==> src/rtl/icache_pkg.sv <==
package icache_pkg;

	// address and data widths
	localparam int addr_w = 64;
	localparam int data_w = 64;

	// geometry
	localparam int num_sets = 64;
	localparam int index_w = 6;
	localparam int num_ways = 2;
	localparam int way_w = 1;
	localparam int words_per_line = 4;
	localparam int offset_w = 2; // word select
	localparam int line_w = 256;
	localparam int tag_w = 53;

	// field positions in the fetch address
	localparam int offset_lsb = 3;
	localparam int index_lsb = offset_lsb + offset_w;
	localparam int tag_lsb = index_lsb + index_w;

	typedef enum logic [2:0] {
		idle,
		lookup,
		compare,
		refill, // launch burst
		install // wait for line, write it
	} icache_state_e;

endpackage

==> src/rtl/icache_array_if.sv <==
`timescale 1ns/1ps

interface icache_array_if
	import icache_pkg::*;
	();

	logic rd_en;
	logic [index_w-1:0] rd_index;
	logic [num_ways-1:0] rd_valid;
	logic [num_ways-1:0][tag_w-1:0] rd_tag;
	logic [num_ways-1:0][line_w-1:0] rd_line;
	logic [way_w-1:0] rd_lru; // most recently used way

	logic wr_en;
	logic [index_w-1:0] wr_index;
	logic [way_w-1:0] wr_way;
	logic [tag_w-1:0] wr_tag;
	logic [line_w-1:0] wr_line;

	logic touch_en;
	logic [way_w-1:0] touch_way;
	logic flush;

	modport ctrl (
		output rd_en, rd_index, wr_en, wr_index, wr_way, wr_tag, wr_line,
		output touch_en, touch_way, flush,
		input rd_valid, rd_tag, rd_line, rd_lru
	);

	modport array (
		input rd_en, rd_index, wr_en, wr_index, wr_way, wr_tag, wr_line,
		input touch_en, touch_way, flush,
		output rd_valid, rd_tag, rd_line, rd_lru
	);

endinterface

==> src/rtl/icache_refill_if.sv <==
`timescale 1ns/1ps

interface icache_refill_if
	import icache_pkg::*;
	();

	logic start; // one cycle
	logic [addr_w-1:0] line_addr;
	logic busy;
	logic done; // one cycle, line valid with it
	logic [line_w-1:0] line;

	modport ctrl (
		output start, line_addr,
		input busy, done, line
	);

	modport refill (
		input start, line_addr,
		output busy, done, line
	);

endinterface

==> src/rtl/icache_ctrl.sv <==
`timescale 1ns/1ps

module icache_ctrl
	import icache_pkg::*;
(
	input logic clk,
	input logic rst_n,
	input logic cpu_req_valid,
	output logic cpu_req_ready,
	input logic [addr_w-1:0] cpu_req_addr,
	output logic cpu_resp_valid,
	output logic [data_w-1:0] cpu_resp_data,
	input logic flush,
	icache_array_if.ctrl arr,
	icache_refill_if.ctrl rfl
);

	icache_state_e state, state_nxt;
	logic flush_pending;
	logic [addr_w-1:0] req_addr;
	logic [way_w-1:0] victim_q;
	logic [tag_w-1:0] req_tag;
	logic [index_w-1:0] req_index;
	logic [offset_w-1:0] req_word;
	logic hit;
	logic [way_w-1:0] hit_idx;
	logic req_fire;

	assign req_tag = req_addr[tag_lsb +: tag_w];
	assign req_index = req_addr[index_lsb +: index_w];
	assign req_word = req_addr[offset_lsb +: offset_w];

	assign cpu_req_ready = (state == idle) && !flush && !flush_pending;
	assign req_fire = cpu_req_valid && cpu_req_ready;

	// tag compare on the registered read
	always_comb begin
		hit = 1'b0;
		hit_idx = '0;
		for (int w = 0; w < num_ways; w++) begin
			if (arr.rd_valid[w] && arr.rd_tag[w] == req_tag) begin
				hit = 1'b1;
				hit_idx = way_w'(w);
			end
		end
	end

	always_comb begin
		state_nxt = state;
		case (state)
			idle: if (req_fire) state_nxt = lookup;
			lookup: state_nxt = compare;
			compare: state_nxt = hit ? idle : refill;
			refill: if (!rfl.busy) state_nxt = install;
			install: if (rfl.done) state_nxt = lookup; // re-read for the response
			default: state_nxt = idle;
		endcase
	end

	always_ff @(posedge clk) begin
		if (!rst_n) begin
			state <= idle;
			flush_pending <= 1'b0;
		end else begin
			state <= state_nxt;
			if (state == idle)
				flush_pending <= 1'b0; // applied now
			else if (flush)
				flush_pending <= 1'b1;
		end
	end

	always_ff @(posedge clk) begin
		if (req_fire)
			req_addr <= cpu_req_addr;
		// invalid way first, then the one not used last
		if (state == compare && !hit) begin
			if (!arr.rd_valid[0])
				victim_q <= 1'b0;
			else if (!arr.rd_valid[1])
				victim_q <= 1'b1;
			else
				victim_q <= ~arr.rd_lru;
		end
	end

	assign cpu_resp_valid = (state == compare) && hit;
	assign cpu_resp_data = arr.rd_line[hit_idx][req_word * data_w +: data_w];

	assign arr.rd_en = (state == lookup);
	assign arr.rd_index = req_index;
	assign arr.touch_en = cpu_resp_valid;
	assign arr.touch_way = hit_idx;
	assign arr.flush = (state == idle) && (flush || flush_pending);

	assign arr.wr_en = (state == install) && rfl.done;
	assign arr.wr_index = req_index;
	assign arr.wr_way = victim_q;
	assign arr.wr_tag = req_tag;
	assign arr.wr_line = rfl.line;

	assign rfl.start = (state == refill) && !rfl.busy;
	assign rfl.line_addr = {req_addr[addr_w-1:index_lsb], {index_lsb{1'b0}}}; // line aligned

endmodule

==> src/flat_wrapper.sv <==
// flat-port wrapper written by rule: the top's interface ports become plain ports
module icache_ctrl_flat import icache_pkg::*;
  (clk, rst_n, cpu_req_valid, cpu_req_ready, cpu_req_addr, cpu_resp_valid, cpu_resp_data, flush, arr_rd_en, arr_rd_index, arr_wr_en, arr_wr_index, arr_wr_way, arr_wr_tag, arr_wr_line, arr_touch_en, arr_touch_way, arr_flush, arr_rd_valid, arr_rd_tag, arr_rd_line, arr_rd_lru, rfl_start, rfl_line_addr, rfl_busy, rfl_done, rfl_line);
  icache_array_if arr_i ();
  icache_refill_if rfl_i ();
  input logic clk;
  input logic rst_n;
  input logic cpu_req_valid;
  output logic cpu_req_ready;
  input logic [addr_w-1:0] cpu_req_addr;
  output logic cpu_resp_valid;
  output logic [data_w-1:0] cpu_resp_data;
  input logic flush;
  output wire logic [$bits(arr_i.rd_en)-1:0] arr_rd_en;
  output wire logic [$bits(arr_i.rd_index)-1:0] arr_rd_index;
  output wire logic [$bits(arr_i.wr_en)-1:0] arr_wr_en;
  output wire logic [$bits(arr_i.wr_index)-1:0] arr_wr_index;
  output wire logic [$bits(arr_i.wr_way)-1:0] arr_wr_way;
  output wire logic [$bits(arr_i.wr_tag)-1:0] arr_wr_tag;
  output wire logic [$bits(arr_i.wr_line)-1:0] arr_wr_line;
  output wire logic [$bits(arr_i.touch_en)-1:0] arr_touch_en;
  output wire logic [$bits(arr_i.touch_way)-1:0] arr_touch_way;
  output wire logic [$bits(arr_i.flush)-1:0] arr_flush;
  input wire logic [$bits(arr_i.rd_valid)-1:0] arr_rd_valid;
  input wire logic [$bits(arr_i.rd_tag)-1:0] arr_rd_tag;
  input wire logic [$bits(arr_i.rd_line)-1:0] arr_rd_line;
  input wire logic [$bits(arr_i.rd_lru)-1:0] arr_rd_lru;
  output wire logic [$bits(rfl_i.start)-1:0] rfl_start;
  output wire logic [$bits(rfl_i.line_addr)-1:0] rfl_line_addr;
  input wire logic [$bits(rfl_i.busy)-1:0] rfl_busy;
  input wire logic [$bits(rfl_i.done)-1:0] rfl_done;
  input wire logic [$bits(rfl_i.line)-1:0] rfl_line;
  assign arr_rd_en = arr_i.rd_en;
  assign arr_rd_index = arr_i.rd_index;
  assign arr_wr_en = arr_i.wr_en;
  assign arr_wr_index = arr_i.wr_index;
  assign arr_wr_way = arr_i.wr_way;
  assign arr_wr_tag = arr_i.wr_tag;
  assign arr_wr_line = arr_i.wr_line;
  assign arr_touch_en = arr_i.touch_en;
  assign arr_touch_way = arr_i.touch_way;
  assign arr_flush = arr_i.flush;
  assign arr_i.rd_valid = arr_rd_valid;
  assign arr_i.rd_tag = arr_rd_tag;
  assign arr_i.rd_line = arr_rd_line;
  assign arr_i.rd_lru = arr_rd_lru;
  assign rfl_start = rfl_i.start;
  assign rfl_line_addr = rfl_i.line_addr;
  assign rfl_i.busy = rfl_busy;
  assign rfl_i.done = rfl_done;
  assign rfl_i.line = rfl_line;
  icache_ctrl u_core (.clk(clk), .rst_n(rst_n), .cpu_req_valid(cpu_req_valid), .cpu_req_ready(cpu_req_ready), .cpu_req_addr(cpu_req_addr), .cpu_resp_valid(cpu_resp_valid), .cpu_resp_data(cpu_resp_data), .flush(flush), .arr(arr_i), .rfl(rfl_i));
endmodule
==> config.mk <==
export PLATFORM = sky130hd
export DESIGN_NAME = icache_ctrl_flat
export DESIGN_NICKNAME = d
export VERILOG_FILES = /design/src/rtl/icache_pkg.sv /design/src/rtl/icache_array_if.sv /design/src/rtl/icache_refill_if.sv /design/src/rtl/icache_ctrl.sv /design/src/flat_wrapper.sv
export SDC_FILE = /design/constraint.sdc
export NUM_CORES = 1
export LEC_CHECK = 0
export ABC_AREA = 0
export BUFFER_PORTS_ARGS = -buffer_cell sky130_fd_sc_hd__buf_4
export CORE_AREA = 2 2 542 544
export DETAILED_ROUTE_END_ITERATION = 10
export DIE_AREA = 0 0 544 546
export HOLD_SLACK_MARGIN = 0.12
export SLEW_MARGIN = 10
export SYNTH_ARGS = -nofsm -noshare
export SYNTH_HDL_FRONTEND = slang
export SYNTH_SLANG_ARGS = --single-unit
==> constraint.sdc <==
create_clock -name clk -period 6.3 [get_ports clk]
set_input_delay 1.575 -clock clk [delete_from_list [all_inputs] [get_ports clk]]
set_output_delay 1.575 -clock clk [all_outputs]
set_load 0.02 [all_outputs]
; ---- Word level (Yosys, flattened, before mapping)
; Cells that the tools add are included.
[op_classes]
n_lt_le_gt_ge = 1
div_mod_pow = 0
n_shift = 1
addsub = 0
n_mul = 0
muxes = 11
bitwise = 2
n_eq_ne = 9
reduce_logical = 18
[op_table]
columns = op, count
row1 = $mux W256, 2
row2 = $shiftx A256 B9 Y64, 1
row3 = $eq A53 B53 Y1, 2
row4 = $pmux W3 S5, 1
row5 = $logic_and A1 B1 Y1, 10
row6 = $mux W3, 3
row7 = $eq A3 B2 Y1 const B, 2
row8 = $logic_not A1 Y1, 4
row9 = $mux W1, 4
row10 = $ne A2 B2 Y1 const B, 2
row11 = $eq A3 B1 Y1 const B, 1
row12 = $eq A3 B3 Y1 const B, 1
row13 = $logic_not A3 Y1, 1
row14 = $reduce_and A3 Y1, 1
row15 = $lt A1 B2 Y1 const B, 1
row16 = $mux W2, 1
row17 = $ne A2 B1 Y1 const B, 1
row18 = $not A1 Y1, 2
row19 = $reduce_or A2 Y1, 1
row20 = $logic_or A1 B1 Y1, 1
[totals]
output_inout_bits = 458
n_memories = 0
ramBits = 0
elab_cells = 46
register_bits = 69
latchBits = 0
romBits = 0
input_bits = 947

; ---- Depth between registers and ports, before layout
[depth]
depth_word = 6
ltp_mapped = 10
depth_no_buf = 7

; ---- Worst setup path after synthesis
; OpenSTA, ideal clock, no wires.
[synth_timing]
path_type = input to output
start = in arr_rd_tag[61]
end = out cpu_resp_data[1]
n_path_buf = 2
t_arrival_ns = 4.155
required_ns = 4.725
path_stages = 9
setup_slack_ns = 0.570
cell_sequence = xor2_1 > nor4_1 > nand4_1 > or4_4 > inv_2 > buf_4 > buf_4 > mux2_2 > nor4_1
[synth_via]
elab_chain_len = 6
[synth_rtl]
columns = element, line
row1 = start: declaration, flat_wrapper.sv:25  ; input wire logic [$bits(arr_i.rd_tag)-1:0] arr_rd_tag;
row2 = $eq A53 B53 Y1, icache_ctrl.sv:41  ; if (arr.rd_valid[w] && arr.rd_tag[w] == req_tag) begin
row3 = $logic_and A1 B1 Y1, icache_ctrl.sv:41
row4 = $mux W1, icache_ctrl.sv:41
row5 = $mux W256 (not written as such) (2 in series), icache_ctrl.sv:88  ; assign cpu_resp_data = arr.rd_line[hit_idx][req_word * data_w +: data_w];
row6 = $shiftx A256 B9 Y64, icache_ctrl.sv:88
row7 = end: declaration, flat_wrapper.sv:12  ; output logic [data_w-1:0] cpu_resp_data;
; Every way passes these cells. The select of a mux whose other input is x is not followed.

; ---- Worst setup path in the final report
[layout_timing]
start = in arr_rd_tag[64]
end = out cpu_resp_data[60]
; Same word-level chain as after synthesis.

==> impl_results.md <==
* Status: finished, violations left
* Failing checks: negative setup slack
* Clock buffer depth at 2
* Fmax at roughly 160 MHz
* RSZ-0062 raised after global routing: yes
* TritonCTS clock tree: yes
* Post-route setup slack at -26.23 ps
* Post-route cell area at ~24000 um^2
* Hold Vio Cnt, Final at 0
* Top delay family on crit path: simple AND/OR/NAND/NOR gates
* CP Capture Type: output port
* Num CTS Buffers at 9
* Fillers at between 30000 and 40000
* Most frequent cells in the layout: 954 x buf_4, 261 x nor2_1, 128 x o41a_1
* Initial core utilization at 0.04227
* Die ar. at between 200000 and 300000 um^2
* Clk root buf: clkbuf_16
* Routed len/inst at between 40 and 50 um
* Routed WL at 248.4 mm
* Sequential-to-total area share from yosys stat at 0.1573
* Post-DP HPWL at approximately 230 mm
* Critical path fanouts, max at 7
* Crit path largest cell delay at about 650 ps
* Overflow after GRT at 0
* Worst rel slew slack at 0.4282
* Area of the core at just under 300000 um^2
* Critical Path AT at 4750 ps
* I/O Buffers at just under 900
* # nets final at ~3000
* PD cells at around 130 nW/um^2
* Ratio of cells with drive above 1 in the final layout at 0.6358
* Syn. warnings at 0
* Syn Std Cell Area at 12350 um^2
* Slew Viols, Final at 0
* Largest area contributor in the netlist: buf_4
* Max-Cap Viols at 0
* Hold-fix buffers, CTS at 0
* DRT antenna net count at 0
* Die Span Y at approximately 550 um
* Setup TNS at -62.18 ps
* Critical path launch point type: input port
* Hold Crit Class: flip-flop to flip-flop
* Vias in the first global route at ~15000
* Cell total after placement at between 5000 and 6000
* Fin cells at ~6000
* Mapped Cells at approximately 1500
* GR Util All Layers at 0.1606
* Worst path bufs/invs at 7
* H-tree lvl count at 3
* VDD IR max at around 96 uV
* Synth area leaders: buf_4 24%, edfxtp_1 15%, mux2_2 12%
* I/O pin count at 1405
* Slowest cell on crit path: or4_4
* Hold slack at about 560 ps
* Worst-path clk slew at around 90 ps
* Minimum clock period at between 6000 and 7000 ps
* Slew at the pin closest to its max-slew limit at roughly 860 ps
* Area growth, synth to finish at 93.10%
* Final Total Pwr at 3.182 mW
* DR DRC count at 0
* GPL Wtd Cong at roughly 0.88
* Setup Crit Path Kind: input port to output port
* Clk_lat worst skew at 410 ps
* Critical path, cell by cell: buf_4 -> xnor2_1 -> buf_4 -> nand4_1 -> or3_4 -> or4_4 -> inv_16 -> buf_12 -> buf_16 -> buf_8 -> mux2_4 -> nor4_4 -> buf_6
* Pre-CTS setup slack at -630.0 ps
* Iteration-0 DRC Markers at between 900 and 1000
* Vias per inst at around 2.5
* Core Util, Final at 0.08162
* Part of the cycle the worst path needs at 1.004
* Final setup violation count at 5
* Clock sinks at 66
* Post-synthesis register bit count at 66
* Pre-antenna DRT Iters at 6
* Worst EP required at between 4000 and 5000 ps
* Area share of the largest cell type after synthesis at 0.2420
* Most used cell along the critical path: buf_4
* Initial antenna violation count at 252
* Most common cell after layout, fill and taps aside: buf_4
* Synth unique cells at 35
* Largest net degree at the start of global routing at between 80 and 90
* Leakage power at ~8.5 nW
* Clock Skew at just over 20 ps
* Die width at around 540 um
* Row Count at 199
* Dpl cell area at 21660 um^2
* First-pass GRT wire length at approximately 280 mm
* Via count at 15260
* Syn avg cell area at 8.467 um^2
-- final timing paths --
kind | to | startpoint | cells past startpoint | slack [ps]
worst max-delay path | cpu_resp_data[60] | arr_rd_tag[64] | 13 | -30
worst min-delay path | u_core.state[1] | u_core.state[2] | 1 | 560
worst max register to register | u_core.arr.wr_way | u_core.req_addr[20] | 8 | 3420
worst min register to register | u_core.state[1] | u_core.state[2] | 1 | 560
-- cell usage after synthesis --
master	n
buf_4	398
nor2_1	261
a211oi_1	129
mux2_2	128
o41a_1	128
clkbuf_1	97
edfxtp_1	62
nor4_2	59
xor2_1	54
xnor2_1	52
nor4_1	21
nand4_1	17
buf_2	9
buf_6	7
dfxtp_1	4
nand2_1	4
nand2b_1	4
nor3b_1	4
and3_1	3
a21oi_1	2
a21boi_0	1
a32oi_1	1
a41oi_1	1
and2_1	1
buf_1	1
conb_1	1
inv_1	1
inv_2	1
nor2b_1	1
nor3_1	1
o21a_1	1
o21ai_0	1
or2_2	1
or3_1	1
or4_4	1
-- state kept, by name, indices dropped and copies added, names as in the netlist --
| name | count |
|---|---|
| u_core.req_addr | 61 |
| u_core.state | 3 |
| u_core.arr.wr_way | 1 |
| u_core.flush_pending | 1 |
-- cells by family after synthesis --
| group | Yosys count | share of synthesized area |
|---|---|---|
| muxes | 128 | 0.1168 |
| other | 1 | 0.0003038 |
| AOI/OAI and AO/OA | 264 | 0.1990 |
| buffers and inverters | 514 | 0.2825 |
| xor gates and xnor gates | 106 | 0.07520 |
| DFF | 66 | 0.1573 |
| and+or+nand+nor | 379 | 0.1689 |
-- per-layer routing --
layer | GRT usage | vias up | wire, um
met4 | 0.06767 | 146 | 13050
met1 | 0.1170 | 6954 | 63370
met5 | 0 | - | 936
met2 | 0.2672 | 1328 | 114800
met3 | 0.1688 | 637 | 56170
li1 | - | 6194 | -
-- worst reg2reg max path, stage by stage (launching register included) --
cell and delay (ps):
edfxtp_1 790, xor2_1 180, nor4_2 320, buf_4 180, nand4_1 190, or4_4 670, buf_4 200, nand2_1 80
nor2_1 60
-- report_power, final --
group | internal [mW] | switching (mW)
logic | 0.793 | 1.06
registers | 0.538 | 0.0965
clock network | 0.354 | 0.339
-- final cells by class --
cell class | count | area [um^2] | share of cell area
diodes | 79 | 197.7 | 0.008293
clock buffers | 9 | 225.2 | 0.009447
clock inverters | 7 | 100.1 | 0.004199
inverters | 2 | 26.28 | 0.001102
multi-input cells | 882 | 7724 | 0.3240
flip-flops and latches | 66 | 1942 | 0.08146
well taps | 3919 | 4903 | 0.2057
repair buffers | 1054 | 8691 | 0.3646
repair inverters | 1 | 30.03 | 0.001260
-- what timing repair did --
action / in CTS / in global routing
buffers inserted: 33 / 6
setup endpoints to repair: 64 / 58
cloned: 8 / 1
resized for setup: 183 / 54
endpoints found under the hold margin: 0 / 0
pin swaps: 42 / 29
Power figures use the tool's default switching activity.
