[config.mk]
export PLATFORM = sky130hd
export DESIGN_NAME = icache_refill_flat
export DESIGN_NICKNAME = d
export VERILOG_FILES = /design/src/rtl/icache_pkg.sv /design/src/rtl/icache_refill_if.sv /design/src/rtl/icache_refill.sv /design/src/flat_wrapper.sv
export SDC_FILE = /design/constraint.sdc
export NUM_CORES = 1
export LEC_CHECK = 0
export BUFFER_PORTS_ARGS = -buffer_cell sky130_fd_sc_hd__buf_2
export CAP_MARGIN = 10
export CORE_AREA = 2 2 178 180
export DETAILED_ROUTE_END_ITERATION = 7
export DIE_AREA = 0 0 180 182
export GPL_TIMING_DRIVEN = 0
export PLACE_DENSITY_LB_ADDON = 0.08
export SLEW_MARGIN = 10
export SYNTH_ARGS = -nofsm -noshare
export SYNTH_HDL_FRONTEND = slang
export SYNTH_SLANG_ARGS = --single-unit
[constraint.sdc]
create_clock -name clk -period 3 [get_ports clk]
set_input_delay 0.3 -clock clk [delete_from_list [all_inputs] [get_ports clk]]
set_output_delay 0.3 -clock clk [all_outputs]
set_load 0.01 [all_outputs]
[src/rtl/icache_pkg.sv]
package icache_pkg;

	// address and data widths
	localparam int addr_w = 64;
	localparam int data_w = 64;

	// geometry
	localparam int num_sets = 64;
	localparam int index_w = 6;
	localparam int num_ways = 2;
	localparam int way_w = 1;
	localparam int words_per_line = 4;
	localparam int offset_w = 2; // word select
	localparam int line_w = 256;
	localparam int tag_w = 53;

	// field positions in the fetch address
	localparam int offset_lsb = 3;
	localparam int index_lsb = offset_lsb + offset_w;
	localparam int tag_lsb = index_lsb + index_w;

	typedef enum logic [2:0] {
		idle,
		lookup,
		compare,
		refill, // launch burst
		install // wait for line, write it
	} icache_state_e;

endpackage

[src/rtl/icache_refill_if.sv]
`timescale 1ns/1ps

interface icache_refill_if
	import icache_pkg::*;
	();

	logic start; // one cycle
	logic [addr_w-1:0] line_addr;
	logic busy;
	logic done; // one cycle, line valid with it
	logic [line_w-1:0] line;

	modport ctrl (
		output start, line_addr,
		input busy, done, line
	);

	modport refill (
		input start, line_addr,
		output busy, done, line
	);

endinterface

[src/rtl/icache_refill.sv]
`timescale 1ns/1ps

module icache_refill
	import icache_pkg::*;
(
	input logic clk,
	input logic rst_n,
	icache_refill_if.refill rfl,
	output logic mem_req_valid,
	input logic mem_req_ready,
	output logic [addr_w-1:0] mem_req_addr,
	input logic mem_resp_valid,
	input logic [data_w-1:0] mem_resp_data
);

	logic [offset_w-1:0] beat_cnt;
	logic beat_fire;

	// beats only count once the request is out
	assign beat_fire = rfl.busy && !mem_req_valid && mem_resp_valid;

	always_ff @(posedge clk) begin
		if (!rst_n) begin
			mem_req_valid <= 1'b0;
			rfl.busy <= 1'b0;
			rfl.done <= 1'b0;
			beat_cnt <= '0;
		end else begin
			rfl.done <= 1'b0;
			if (rfl.start) begin
				mem_req_valid <= 1'b1;
				rfl.busy <= 1'b1;
				beat_cnt <= '0;
			end else if (mem_req_valid && mem_req_ready) begin
				mem_req_valid <= 1'b0; // accepted
			end
			if (beat_fire) begin
				beat_cnt <= beat_cnt + 1'b1;
				if (beat_cnt == offset_w'(words_per_line - 1)) begin
					rfl.busy <= 1'b0;
					rfl.done <= 1'b1;
				end
			end
		end
	end

	always_ff @(posedge clk) begin
		if (rfl.start)
			mem_req_addr <= rfl.line_addr;
		// first beat ends up in word 0
		if (beat_fire)
			rfl.line <= {mem_resp_data, rfl.line[line_w-1:data_w]};
	end

endmodule

[src/flat_wrapper.sv]
// flat-port wrapper written by rule: the top's interface ports become plain ports
module icache_refill_flat import icache_pkg::*;
  (clk, rst_n, mem_req_valid, mem_req_ready, mem_req_addr, mem_resp_valid, mem_resp_data, rfl_start, rfl_line_addr, rfl_busy, rfl_done, rfl_line);
  icache_refill_if rfl_i ();
  input logic clk;
  input logic rst_n;
  output logic mem_req_valid;
  input logic mem_req_ready;
  output logic [addr_w-1:0] mem_req_addr;
  input logic mem_resp_valid;
  input logic [data_w-1:0] mem_resp_data;
  input wire logic [$bits(rfl_i.start)-1:0] rfl_start;
  input wire logic [$bits(rfl_i.line_addr)-1:0] rfl_line_addr;
  output wire logic [$bits(rfl_i.busy)-1:0] rfl_busy;
  output wire logic [$bits(rfl_i.done)-1:0] rfl_done;
  output wire logic [$bits(rfl_i.line)-1:0] rfl_line;
  assign rfl_i.start = rfl_start;
  assign rfl_i.line_addr = rfl_line_addr;
  assign rfl_busy = rfl_i.busy;
  assign rfl_done = rfl_i.done;
  assign rfl_line = rfl_i.line;
  icache_refill u_core (.clk(clk), .rst_n(rst_n), .rfl(rfl_i), .mem_req_valid(mem_req_valid), .mem_req_ready(mem_req_ready), .mem_req_addr(mem_req_addr), .mem_resp_valid(mem_resp_valid), .mem_resp_data(mem_resp_data));
endmodule
Word-level counts from Yosys, hierarchy flattened
Index checks and enable logic that the tools add are counted.
Widths: inputs -> output; s select.
- register bits: 325
- word-level logic and storage cells: 23
- output and inout port bits: 323
- bits of input ports: 133
- add/sub/neg operators: 1
- reductions and logical operators: 7
- mux-type cells: 8
- equality and inequality tests: 1
- operators with widths (cell ; number):
    $mux 1 ; 6
    $mux 2 ; 2
    $reduce_bool 2->1 ; 2
    $logic_and 1x1->1 ; 3
    $add 2x1->2 const B ; 1
    $eq 2x2->1 const B ; 1
    $reduce_and 2->1 ; 1
    $logic_not 1->1 ; 1

Logic depth before layout (Yosys ltp)
Gate-level depths: netlist of run 1.
- depth after elaboration: 4
- gate-level depth with buffers: 3
- gate-level depth less buffers: 3

Least setup slack after synthesis of run 1
No wires, ideal clock.
- kind: reg2reg
- start point: register u_core.mem_req_valid
- end point: register u_core.rfl.line[0] (enable)
- clock period less this slack: 2.219 ns
- data arrival time: 1.804 ns
- cell stages (with the launch flop): 3
- path buffers: 1
- library setup time: 0.415 ns
- path slack: 0.781 ns
- required time: 2.585 ns
- cell sequence: dfxtp_1 > and3b_1 > buf_6
- word-level cells in the longest chain between the ends: 3
- ends and longest elaborated chain (element ; line ; source):
    from (decl) ; icache_refill.sv:9 ; output logic mem_req_valid,
    from (signal assigned) ; icache_refill.sv:24 ; mem_req_valid <= 1'b0;
    from (signal assigned) ; icache_refill.sv:31 ; mem_req_valid <= 1'b1;
    from (signal assigned) ; icache_refill.sv:35 ; mem_req_valid <= 1'b0;
    $logic_not 1->1 ; icache_refill.sv:20 ; assign beat_fire = rfl.busy && !mem_req_valid && mem_resp_valid;
    $logic_and 1x1->1 (2 in a row) ; icache_refill.sv:20 ;
    net u_core.beat_fire ; icache_refill.sv:17 ; logic beat_fire;
    to (signal assigned) ; icache_refill.sv:52 ; rfl.line <= {mem_resp_data, rfl.line[line_w-1:data_w]};
    to (decl) ; icache_refill_if.sv:20 ; output busy, done, line
The timed path passes the listed nets, and every way through them passes these cells.
A chain may end at the register's enable or synchronous reset.

Worst setup path after layout of run 1
- start point: register u_core.mem_req_valid
- end point: register u_core.rfl.line[190] (enable)
Same word-level chain as after synthesis.

==> flow_metrics.tcl, run 1 <==
set metrics [dict create \
    status "finished clean" \
    hold_violations 0 \
    critPathMaxFanout 105 \
    overflow 0 \
    synth_seq_cells 325 \
    syn_inst 339 \
    io_pins 456 \
    max_freq_ghz 0.438 \
    die_h_um 182 \
    pwr_density_cell_nw_per_um2 662 \
    grt_pass1_vias 6123 \
    viasPerCell 4.15 \
    synth_top_cell_area_share_pct 97.9 \
    p_total_mw 9.97 \
    synth_top_area_cell "edfxtp_1" \
    syn_avg_cell_area_um2 29.0 \
    start_util_pct 31.7 \
    multi_input_area_um2 97.6 \
    min_path_type "in -> reg" \
    drtIter0Drc 340 \
    rows 65 \
    crit_path_end_kind "register" \
    synthToLayoutAreaGrowth_pct 53.3 \
    timing.hold.ws_ns 0.0814 \
    numPortBuffers 455 \
    wl_per_cell_um 17.7 \
    syn_nets 473 \
    post-route-period-util_pct 76.1 \
    drt-total-wl_mm 24.6 \
    r2r_cells 4 \
    clock_skew_ns 0.0139 \
    cts_htree_levels 2 \
    drv_cap 0 \
    grt_usage_pct 14.3 \
    synth_area_leaders "edfxtp_1 98%, dfxtp_1 1.0%, mux2i_1 0.20%" \
    root_buffer "clkbuf_16" \
    timing.slew.headroom_pct 43.2 \
    num_antenna_cells 0 \
    cts.repair.resized 0 \
    path_clk_slew_ns 0.05 \
    fp.coreArea_um2 31000 \
    setup_viol 0 \
    vdd_ir_drop_max_mv 0.381 \
    clock_sinks 325 \
    hold-path-cell-count 2 \
    worstPathArrival_ns 2.42 \
    setup_tns_ns 0 \
    detail_route.first_pass.iterations 4 \
    cp_data_required_time_ns 3.14 \
    tightest_slew_ns 0.851 \
    instances_no_fill 1392 \
    cts_buffers 36 \
    post-place-cells 1198 \
    maxSlewViolCount 0 \
    start_kind "register" \
    rsz0062_at_grt "false" \
    ys_warn_count 0 \
    vias 5771 \
    ys_types 14 \
    cts_buffer_depth 3 \
    layout-drive-gt1-share_pct 51.1 \
    cts_tree "built" \
    area.sequential_um2 9710 \
    synth_area_um2 9820 \
    clock_latency_ns 0.51 \
    drt_drc_violations_left 0 \
    nets 1096 \
    ys_seq_area_share_pct 98.9 \
    antenna_left 0 \
    place_congestion 0.771 \
    fill_cells 2637 \
    power_leakage_nw 5.96 \
    fin_crit_ns 2.28 \
    fp.dieW_um 180 \
    grt_pass1_wl_mm 35.8 \
    grt_max_degree 106 \
    grt_antenna_before_repair 0 \
    dp_hpwl_mm 16.9 \
    die_area_um2 32800 \
    worst-setup-path-type "reg -> reg" \
]
## flip-flops by register name (all words and copies together), names as in the netlist
name,flops
u_core.rfl.line,256
u_core.mem_req_addr,64
u_core.beat_cnt,2
u_core.mem_req_valid,1
u_core.rfl.busy,1
u_core.rfl.done,1
## worst paths after layout
check                                          start                    to  slack (ns)
worst min-delay path                           rst_n  u_core.mem_req_valid        0.08
worst max register to register  u_core.mem_req_valid  u_core.rfl.line[190]        0.72
worst min register to register  u_core.rfl.line[140]   u_core.rfl.line[76]        0.44
worst max-delay path            u_core.mem_req_valid  u_core.rfl.line[190]        0.72
## cells in the final DEF (no fill, tap or decap), types with 5 or more instances in the layout
cell type	n
buf_2	454
clkbuf_1	7
clkbuf_16	37
clkinv_1	11
clkinv_2	5
dfxtp_1	5
dlygate4sd3_1	128
edfxtp_1	320
## layout make-up
class                   count  share of cell area [%]
plain buffers               1                  0.0998
clock buffers              44                    6.33
clock inverters            22                    1.06
multi-input cells          13                   0.648
flip-flops and latches    325                    64.5
well taps                 402                    3.34
repair buffers            585                    24.0
## synthesized netlist by cell type
library cell and instances:
ha_1 1, buf_6 1, nand2_1 1, mux2i_1 2
o21ai_0 1, nand3b_1 2, nor2b_1 1, dfxtp_1 5
o21a_1 1, and3b_1 1, and3_1 1, or2b_1 1
edfxtp_1 320, a21oi_1 1
## timing repair
action / in CTS / in global routing
buffers inserted: 0 / 0
hold endpoints to repair: 128 / 0
hold buffers: 128 / 0
setup endpoints to repair: 0 / 0
## cells by family after synthesis
logic type      after synthesis  share of synthesized area [%]
flops                       325                           98.9
simple gates                  7                          0.484
compound gates                3                          0.178
mux                           2                          0.204
buf+inv                       1                          0.115
fa+ha+maj                     1                          0.127
## critical path, cell delays in order (launching register included)
cell and delay [ns]:
dfxtp_1 0.32, and3b_1 0.24, buf_8 0.39, buf_16 0.43, buf_16 0.42
## where the power goes
part	switching [mW]	leakage (nW)	internal (mW)
logic	0.305	2.40	0.288
clock network	1.69	0.539	2.43
registers	0.0619	3.02	5.19
## metrics by stage
step / instance area (um2) / util, % / setup slack (ns)
4_1_cts: 15100 / 48.6 / 0.655
3_3_place_gp: 12600 / 40.7 / 0.342
6_report: 15100 / 48.6 / 0.716
3_5_place_dp: 12700 / 40.9 / 0.643
5_1_grt: 15100 / 48.6 / 0.534
2_1_floorplan: 9820 / - / 0.781
## metal layers
metal	vias to the layer above	part of all wire [%]	GRT usage [%]
met5	-	0	0
met4	0	3.2	5.56
met3	57	9.1	5.15
met2	307	51	25.7
met1	2770	36	15.4
li1	2637	-	-
Note: power is estimated with default switching activity, not from simulation.
==> inputs of run 2 (changes only) <==
==> constraint.sdc (replaced) <==
create_clock -name clk -period 2 [get_ports clk]
set_input_delay 0.2 -clock clk [delete_from_list [all_inputs] [get_ports clk]]
set_output_delay 0.2 -clock clk [all_outputs]
set_load 0.01 [all_outputs]
==> run 2 against run 1 <==
Non-clock buffer count grew 1. Clock power rose by 54%. Critical path depth is 2 lower. First-iteration DRC count is 24% lower. Design area grew 0.26%. Worst setup slack got worse by 0.54 ns. Combinational power grew 50%. Sequential share of layout area is 0.17 points lower.
==> flow_metrics.tcl, run 2 (same netlist as run 1, synthesis figures left out) <==
set metrics [dict create \
    r2r-end "u_core.rfl.line[72]" \
    path_clk_slew_ns 0.06 \
    hold_violations 0 \
    drv_cap 0 \
    cp_data_required_time_ns 2.12 \
    final_core_util_pct 48.7 \
    multi_input_area_um2 97.6 \
    die_area_um2 32800 \
    status "finished clean" \
    grt_pass1_vias 6183 \
    holdPathEnd "u_core.mem_req_addr[9]" \
    nets 1097 \
    cts_tree "built" \
    post-place-cells 1196 \
    crit_path_end_kind "register" \
    clock_sinks 325 \
    start_kind "register" \
    numPortBuffers 455 \
    p_total_mw 15.1 \
    critPathMaxFanout 130 \
    layout-drive-gt1-share_pct 51.3 \
    r2r_cells 2 \
    io_pins 456 \
    final_common_cell "buf_2" \
    hold-path-cell-count 1 \
    r2r_setup_slack_ns 0.17 \
    largest_register_ffs 256 \
    fp.dieW_um 180 \
    vdd_ir_drop_max_mv 0.605 \
    overflow 0 \
    rows 65 \
    fin_crit_ns 1.83 \
    rsz0062_at_grt "false" \
    cts_htree_levels 2 \
    maxSlewViolCount 0 \
    final_cell_mix "454 x buf_2, 320 x edfxtp_1, 130 x dlygate4sd3_1" \
    setup_viol 0 \
    clock_skew_ns 0.0116 \
    clock_latency_ns 0.49 \
    root_buffer "clkbuf_16" \
    grt_usage_pct 14.5 \
    antenna_left 0 \
    fin_ws_ns 0.171 \
    vias 5715 \
    wl_per_cell_um 17.7 \
    post-route-period-util_pct 91.4 \
    detail_route.first_pass.iterations 4 \
    synthToLayoutAreaGrowth_pct 53.7 \
    min_path_type "in -> reg" \
    worstPathArrival_ns 1.95 \
    num_antenna_cells 0 \
    grt_max_degree 131 \
    power_leakage_nw 5.99 \
    drtIter0Drc 257 \
    cts_buffer_depth 3 \
    grt_pass1_wl_mm 36.5 \
    timing.slew.headroom_pct 42.9 \
    reg2reg_from "u_core.mem_req_valid" \
    instances_no_fill 1390 \
    fp.coreArea_um2 31000 \
    hp-start "rfl_start" \
    cts_buffers 36 \
    max_freq_ghz 0.547 \
    dpl_worst_slack_ns -0.0654 \
    dp_hpwl_mm 16.7 \
    place_congestion 0.744 \
    area.sequential_um2 9710 \
    start_util_pct 31.7 \
    drt_drc_violations_left 0 \
    fill_cells 2660 \
    drt-total-wl_mm 24.6 \
    top_register "u_core.rfl.line" \
    tightest_slew_ns 0.856 \
    pwr_density_cell_nw_per_um2 1000 \
    largest_registers "u_core.rfl.line (256), u_core.mem_req_addr (64), u_core.beat_cnt (2)" \
    die_h_um 182 \
    worst-setup-path-type "reg -> reg" \
    viasPerCell 4.11 \
    grt_antenna_before_repair 0 \
]
[run 2: layer usage]
layer	track usage [%]	wire length [um]
met1	15.5	8910
met2	25.7	12500
met3	5.68	2450
met4	5.76	738
met5	0	0
[run 2: worst max path at each step]
stage                                      end  depth (start not counted)                 start
after global routing        u_core.rfl.line[8]                          2       u_core.rfl.busy
after detailed placement    u_core.rfl.line[1]                          2  u_core.mem_req_valid
after floorplan             u_core.rfl.line[0]                          2  u_core.mem_req_valid
after CTS                 u_core.rfl.line[149]                          2  u_core.mem_req_valid
after global placement      u_core.rfl.line[1]                          2  u_core.mem_req_valid
final                      u_core.rfl.line[72]                          2  u_core.mem_req_valid
[run 2: worst max-delay path, stage by stage (launching register included)]
cell	delay, ns
dfxtp_1	0.32
and3b_1	0.37
bufbuf_16	0.69
[run 2: final cells by class]
| class | instances | share of cell area [%] |
|---|---|---|
| Sequential cell | 325 | 64.3 |
| Timing Repair Buffer | 586 | 23.9 |
| Clock buffer | 43 | 6.28 |
| Tap cell | 402 | 3.33 |
| Clock inverter | 20 | 1.27 |
| Multi-Input combinational cell | 13 | 0.647 |
| Buffer | 1 | 0.182 |
[run 2: repair_timing]
item | 4_1_cts | 5_1_grt
buffers inserted | 0 | 0
gates resized for setup | 2 | 0
hold buffers | 130 | 0
hold endpoints to repair | 132 | 0
endpoints found under the setup margin | 256 | 0
[run 2: report_power, final]
group	leakage (nW)	internal (mW)	switching, mW
Sequential	3.02	7.78	0.0924
Clock	0.566	3.88	2.47
Combinational	2.41	0.435	0.457
[run 2: through the flow]
step / cell area (um2) / setup TNS (ns) / hold WS (ns)
after CTS: 15100 / 0 / 0.336
final: 15100 / 0 / 0.322
after detailed placement: 12600 / -9.34 / 0.378
after global routing: 15100 / 0 / 0.361
after floorplan: 9830 / 0 / 0.299
after global placement: 12600 / 0 / 0.376
==> inputs of run 3 (changes only) <==
==> constraint.sdc (replaced) <==
create_clock -name clk -period 1.6 [get_ports clk]
set_input_delay 0.16 -clock clk [delete_from_list [all_inputs] [get_ports clk]]
set_output_delay 0.16 -clock clk [all_outputs]
set_load 0.01 [all_outputs]
==> run 3 against run 2 <==
The flow now finishes with violations (setup timing). Final cell count about the same. Via count up 1.4%. Register-to-register slack worse by 0.24 ns. Count of clock-buffer cells in the layout down 1. Critical path type unchanged. Wire length up 2.2%. Maximum frequency up 9.9%. First-iteration DRC count down 0.39%. Flip-flop and latch count unchanged. Die area unchanged. Design area up 0.17%.
==> flow_metrics.tcl, run 3 (same netlist as run 1, synthesis figures left out) <==
set metrics [dict create \
    drt-total-wl_mm 25.2 \
    timing.hold.ws_ns 0.295 \
    reg2reg_from "u_core.mem_req_valid" \
    r2r_cells 2 \
    r2r_setup_slack_ns -0.06 \
    pwr_density_cell_nw_per_um2 1260 \
    drv_cap 0 \
    max_freq_ghz 0.601 \
    clock_sinks 325 \
    start_kind "register" \
    viasPerCell 4.17 \
    cts_htree_levels 2 \
    place_congestion 0.754 \
    worst-setup-path-type "reg -> reg" \
    cp.buffers_inverters 1 \
    drt_drc_violations_left 0 \
    power_leakage_nw 6.00 \
    numPortBuffers 455 \
    fill_cells 2674 \
    fp.coreArea_um2 31000 \
    violations "setup timing" \
    critPathMaxFanout 130 \
    crit_slowest_cell "buf_16" \
    path_cells "and3b_2, buf_16" \
    synthToLayoutAreaGrowth_pct 54.0 \
    clock_latency_ns 0.50 \
    dp_hpwl_mm 16.8 \
    root_buffer "clkbuf_16" \
    hold_violations 0 \
    nets 1097 \
    hp-start "rfl_start" \
    setup_viol 139 \
    setup_tns_ns -5.46 \
    fin_crit_ns 1.66 \
    crit_path_end_kind "register" \
    num_antenna_cells 0 \
    drtIter0Drc 256 \
    post-route-period-util_pct 104 \
    slowest_delay_ns 0.37 \
    holdPathEnd "u_core.mem_req_addr[7]" \
    hold-path-cell-count 1 \
    r2r-end "u_core.rfl.line[129]" \
    grt_usage_pct 14.8 \
    path_delay_family "buffers and inverters" \
    tightest_slew_ns 0.833 \
    clock_skew_ns 0.0135 \
    maxSlewViolCount 0 \
    rsz0062_at_grt "true" \
    vdd_ir_drop_max_mv 0.955 \
    cts_setup_buffers 0 \
    cts_tree "built" \
    die_h_um 182 \
    io_pins 456 \
    cts_buffer_depth 3 \
    antenna_left 0 \
    cts_buffers 36 \
    min_path_type "in -> reg" \
    largest_registers "u_core.rfl.line (256), u_core.mem_req_addr (64), u_core.beat_cnt (2)" \
    final_common_cell "buf_2" \
    vias 5794 \
    fin_ws_ns -0.0639 \
    status "finished with violations" \
    overflow 0 \
    start_util_pct 31.7 \
    layout-drive-gt1-share_pct 51.6 \
    grt_max_degree 131 \
    rows 65 \
    worstPathArrival_ns 1.79 \
    grt_antenna_before_repair 0 \
    cp_data_required_time_ns 1.72 \
    fp.dieW_um 180 \
    grt_pass1_wl_mm 37.1 \
    detail_route.first_pass.iterations 4 \
    path_clk_slew_ns 0.06 \
    wl_per_cell_um 18.1 \
    final_cell_mix "454 x buf_2, 320 x edfxtp_1, 130 x dlygate4sd3_1" \
    top_register "u_core.rfl.line" \
    largest_register_ffs 256 \
    die_area_um2 32800 \
    timing.slew.headroom_pct 44.5 \
    grt_pass1_vias 6239 \
]
## run 3: cell count changes in the layout (fill, tap and decap cells not counted), sizes merged
cell / change
buf: +1
bufbuf: -1
bufinv: +1
clkbuf: -1
clkinv: -2
inv: +1
## run 3: final cells by class
class                   count  area (um2)  area share (%)
flip-flops and latches    325        9710            64.2
clock buffers              42         945            6.25
plain buffers               1        27.5           0.182
clock inverters            20         223            1.47
multi-input cells          13        98.8           0.654
well taps                 402         503            3.33
repair buffers            586        3610            23.9
## run 3: stage by stage
step	setup WS, ns	instances	total power [mW]	util (%)	area, um2
global placement	-0.297	1196	10.9	40.7	12600
detailed placement	-0.376	1196	10.9	40.7	12600
finish	-0.0639	1389	19.1	48.8	15100
global route	-0.126	1389	19.9	48.8	15100
floorplan	-0.0789	339	10.3	-	9840
CTS	-0.0299	1389	19.4	48.8	15100
## run 3: worst max-delay path by stage
stage	startpoint	to	slack, ns	depth (start not counted)
2_1_floorplan	u_core.mem_req_valid	u_core.rfl.line[0]	-0.08	2
3_3_place_gp	u_core.mem_req_valid	u_core.rfl.line[52]	-0.30	2
3_5_place_dp	u_core.mem_req_valid	u_core.rfl.line[46]	-0.38	2
4_1_cts	u_core.mem_req_valid	u_core.rfl.line[26]	-0.03	2
5_1_grt	u_core.mem_req_valid	u_core.rfl.line[95]	-0.13	2
6_report	u_core.mem_req_valid	u_core.rfl.line[129]	-0.06	2
## run 3: repair_timing
action                                  CTS  global route
endpoints found under the setup margin  260           260
endpoints found under the hold margin   133             0
cloned                                    1             0
gates resized for setup                   1             0
hold buffers                            130             0
pin swaps                                 0             0
## run 3: worst register-to-register path: cells and delay by family (launching register included)
family | cells | cell delay, ns
DFF | 1 | 0.32
and+or+nand+nor | 1 | 0.35
buffers and inverters | 1 | 0.37
## run 3: power breakdown
group / switching (mW) / total [mW] / internal [mW]
clock: 3.13 / 8.15 / 5.02
combinational: 0.577 / 1.12 / 0.542
sequential: 0.116 / 9.85 / 9.73
## run 3: metal layers
metal	up-vias	track usage [%]	wire length, um
met5	-	0	0
met2	325	26.0	12700
met1	2780	15.6	8930
met4	0	6.50	933
met3	55	6.16	2560
li1	2634	-	-
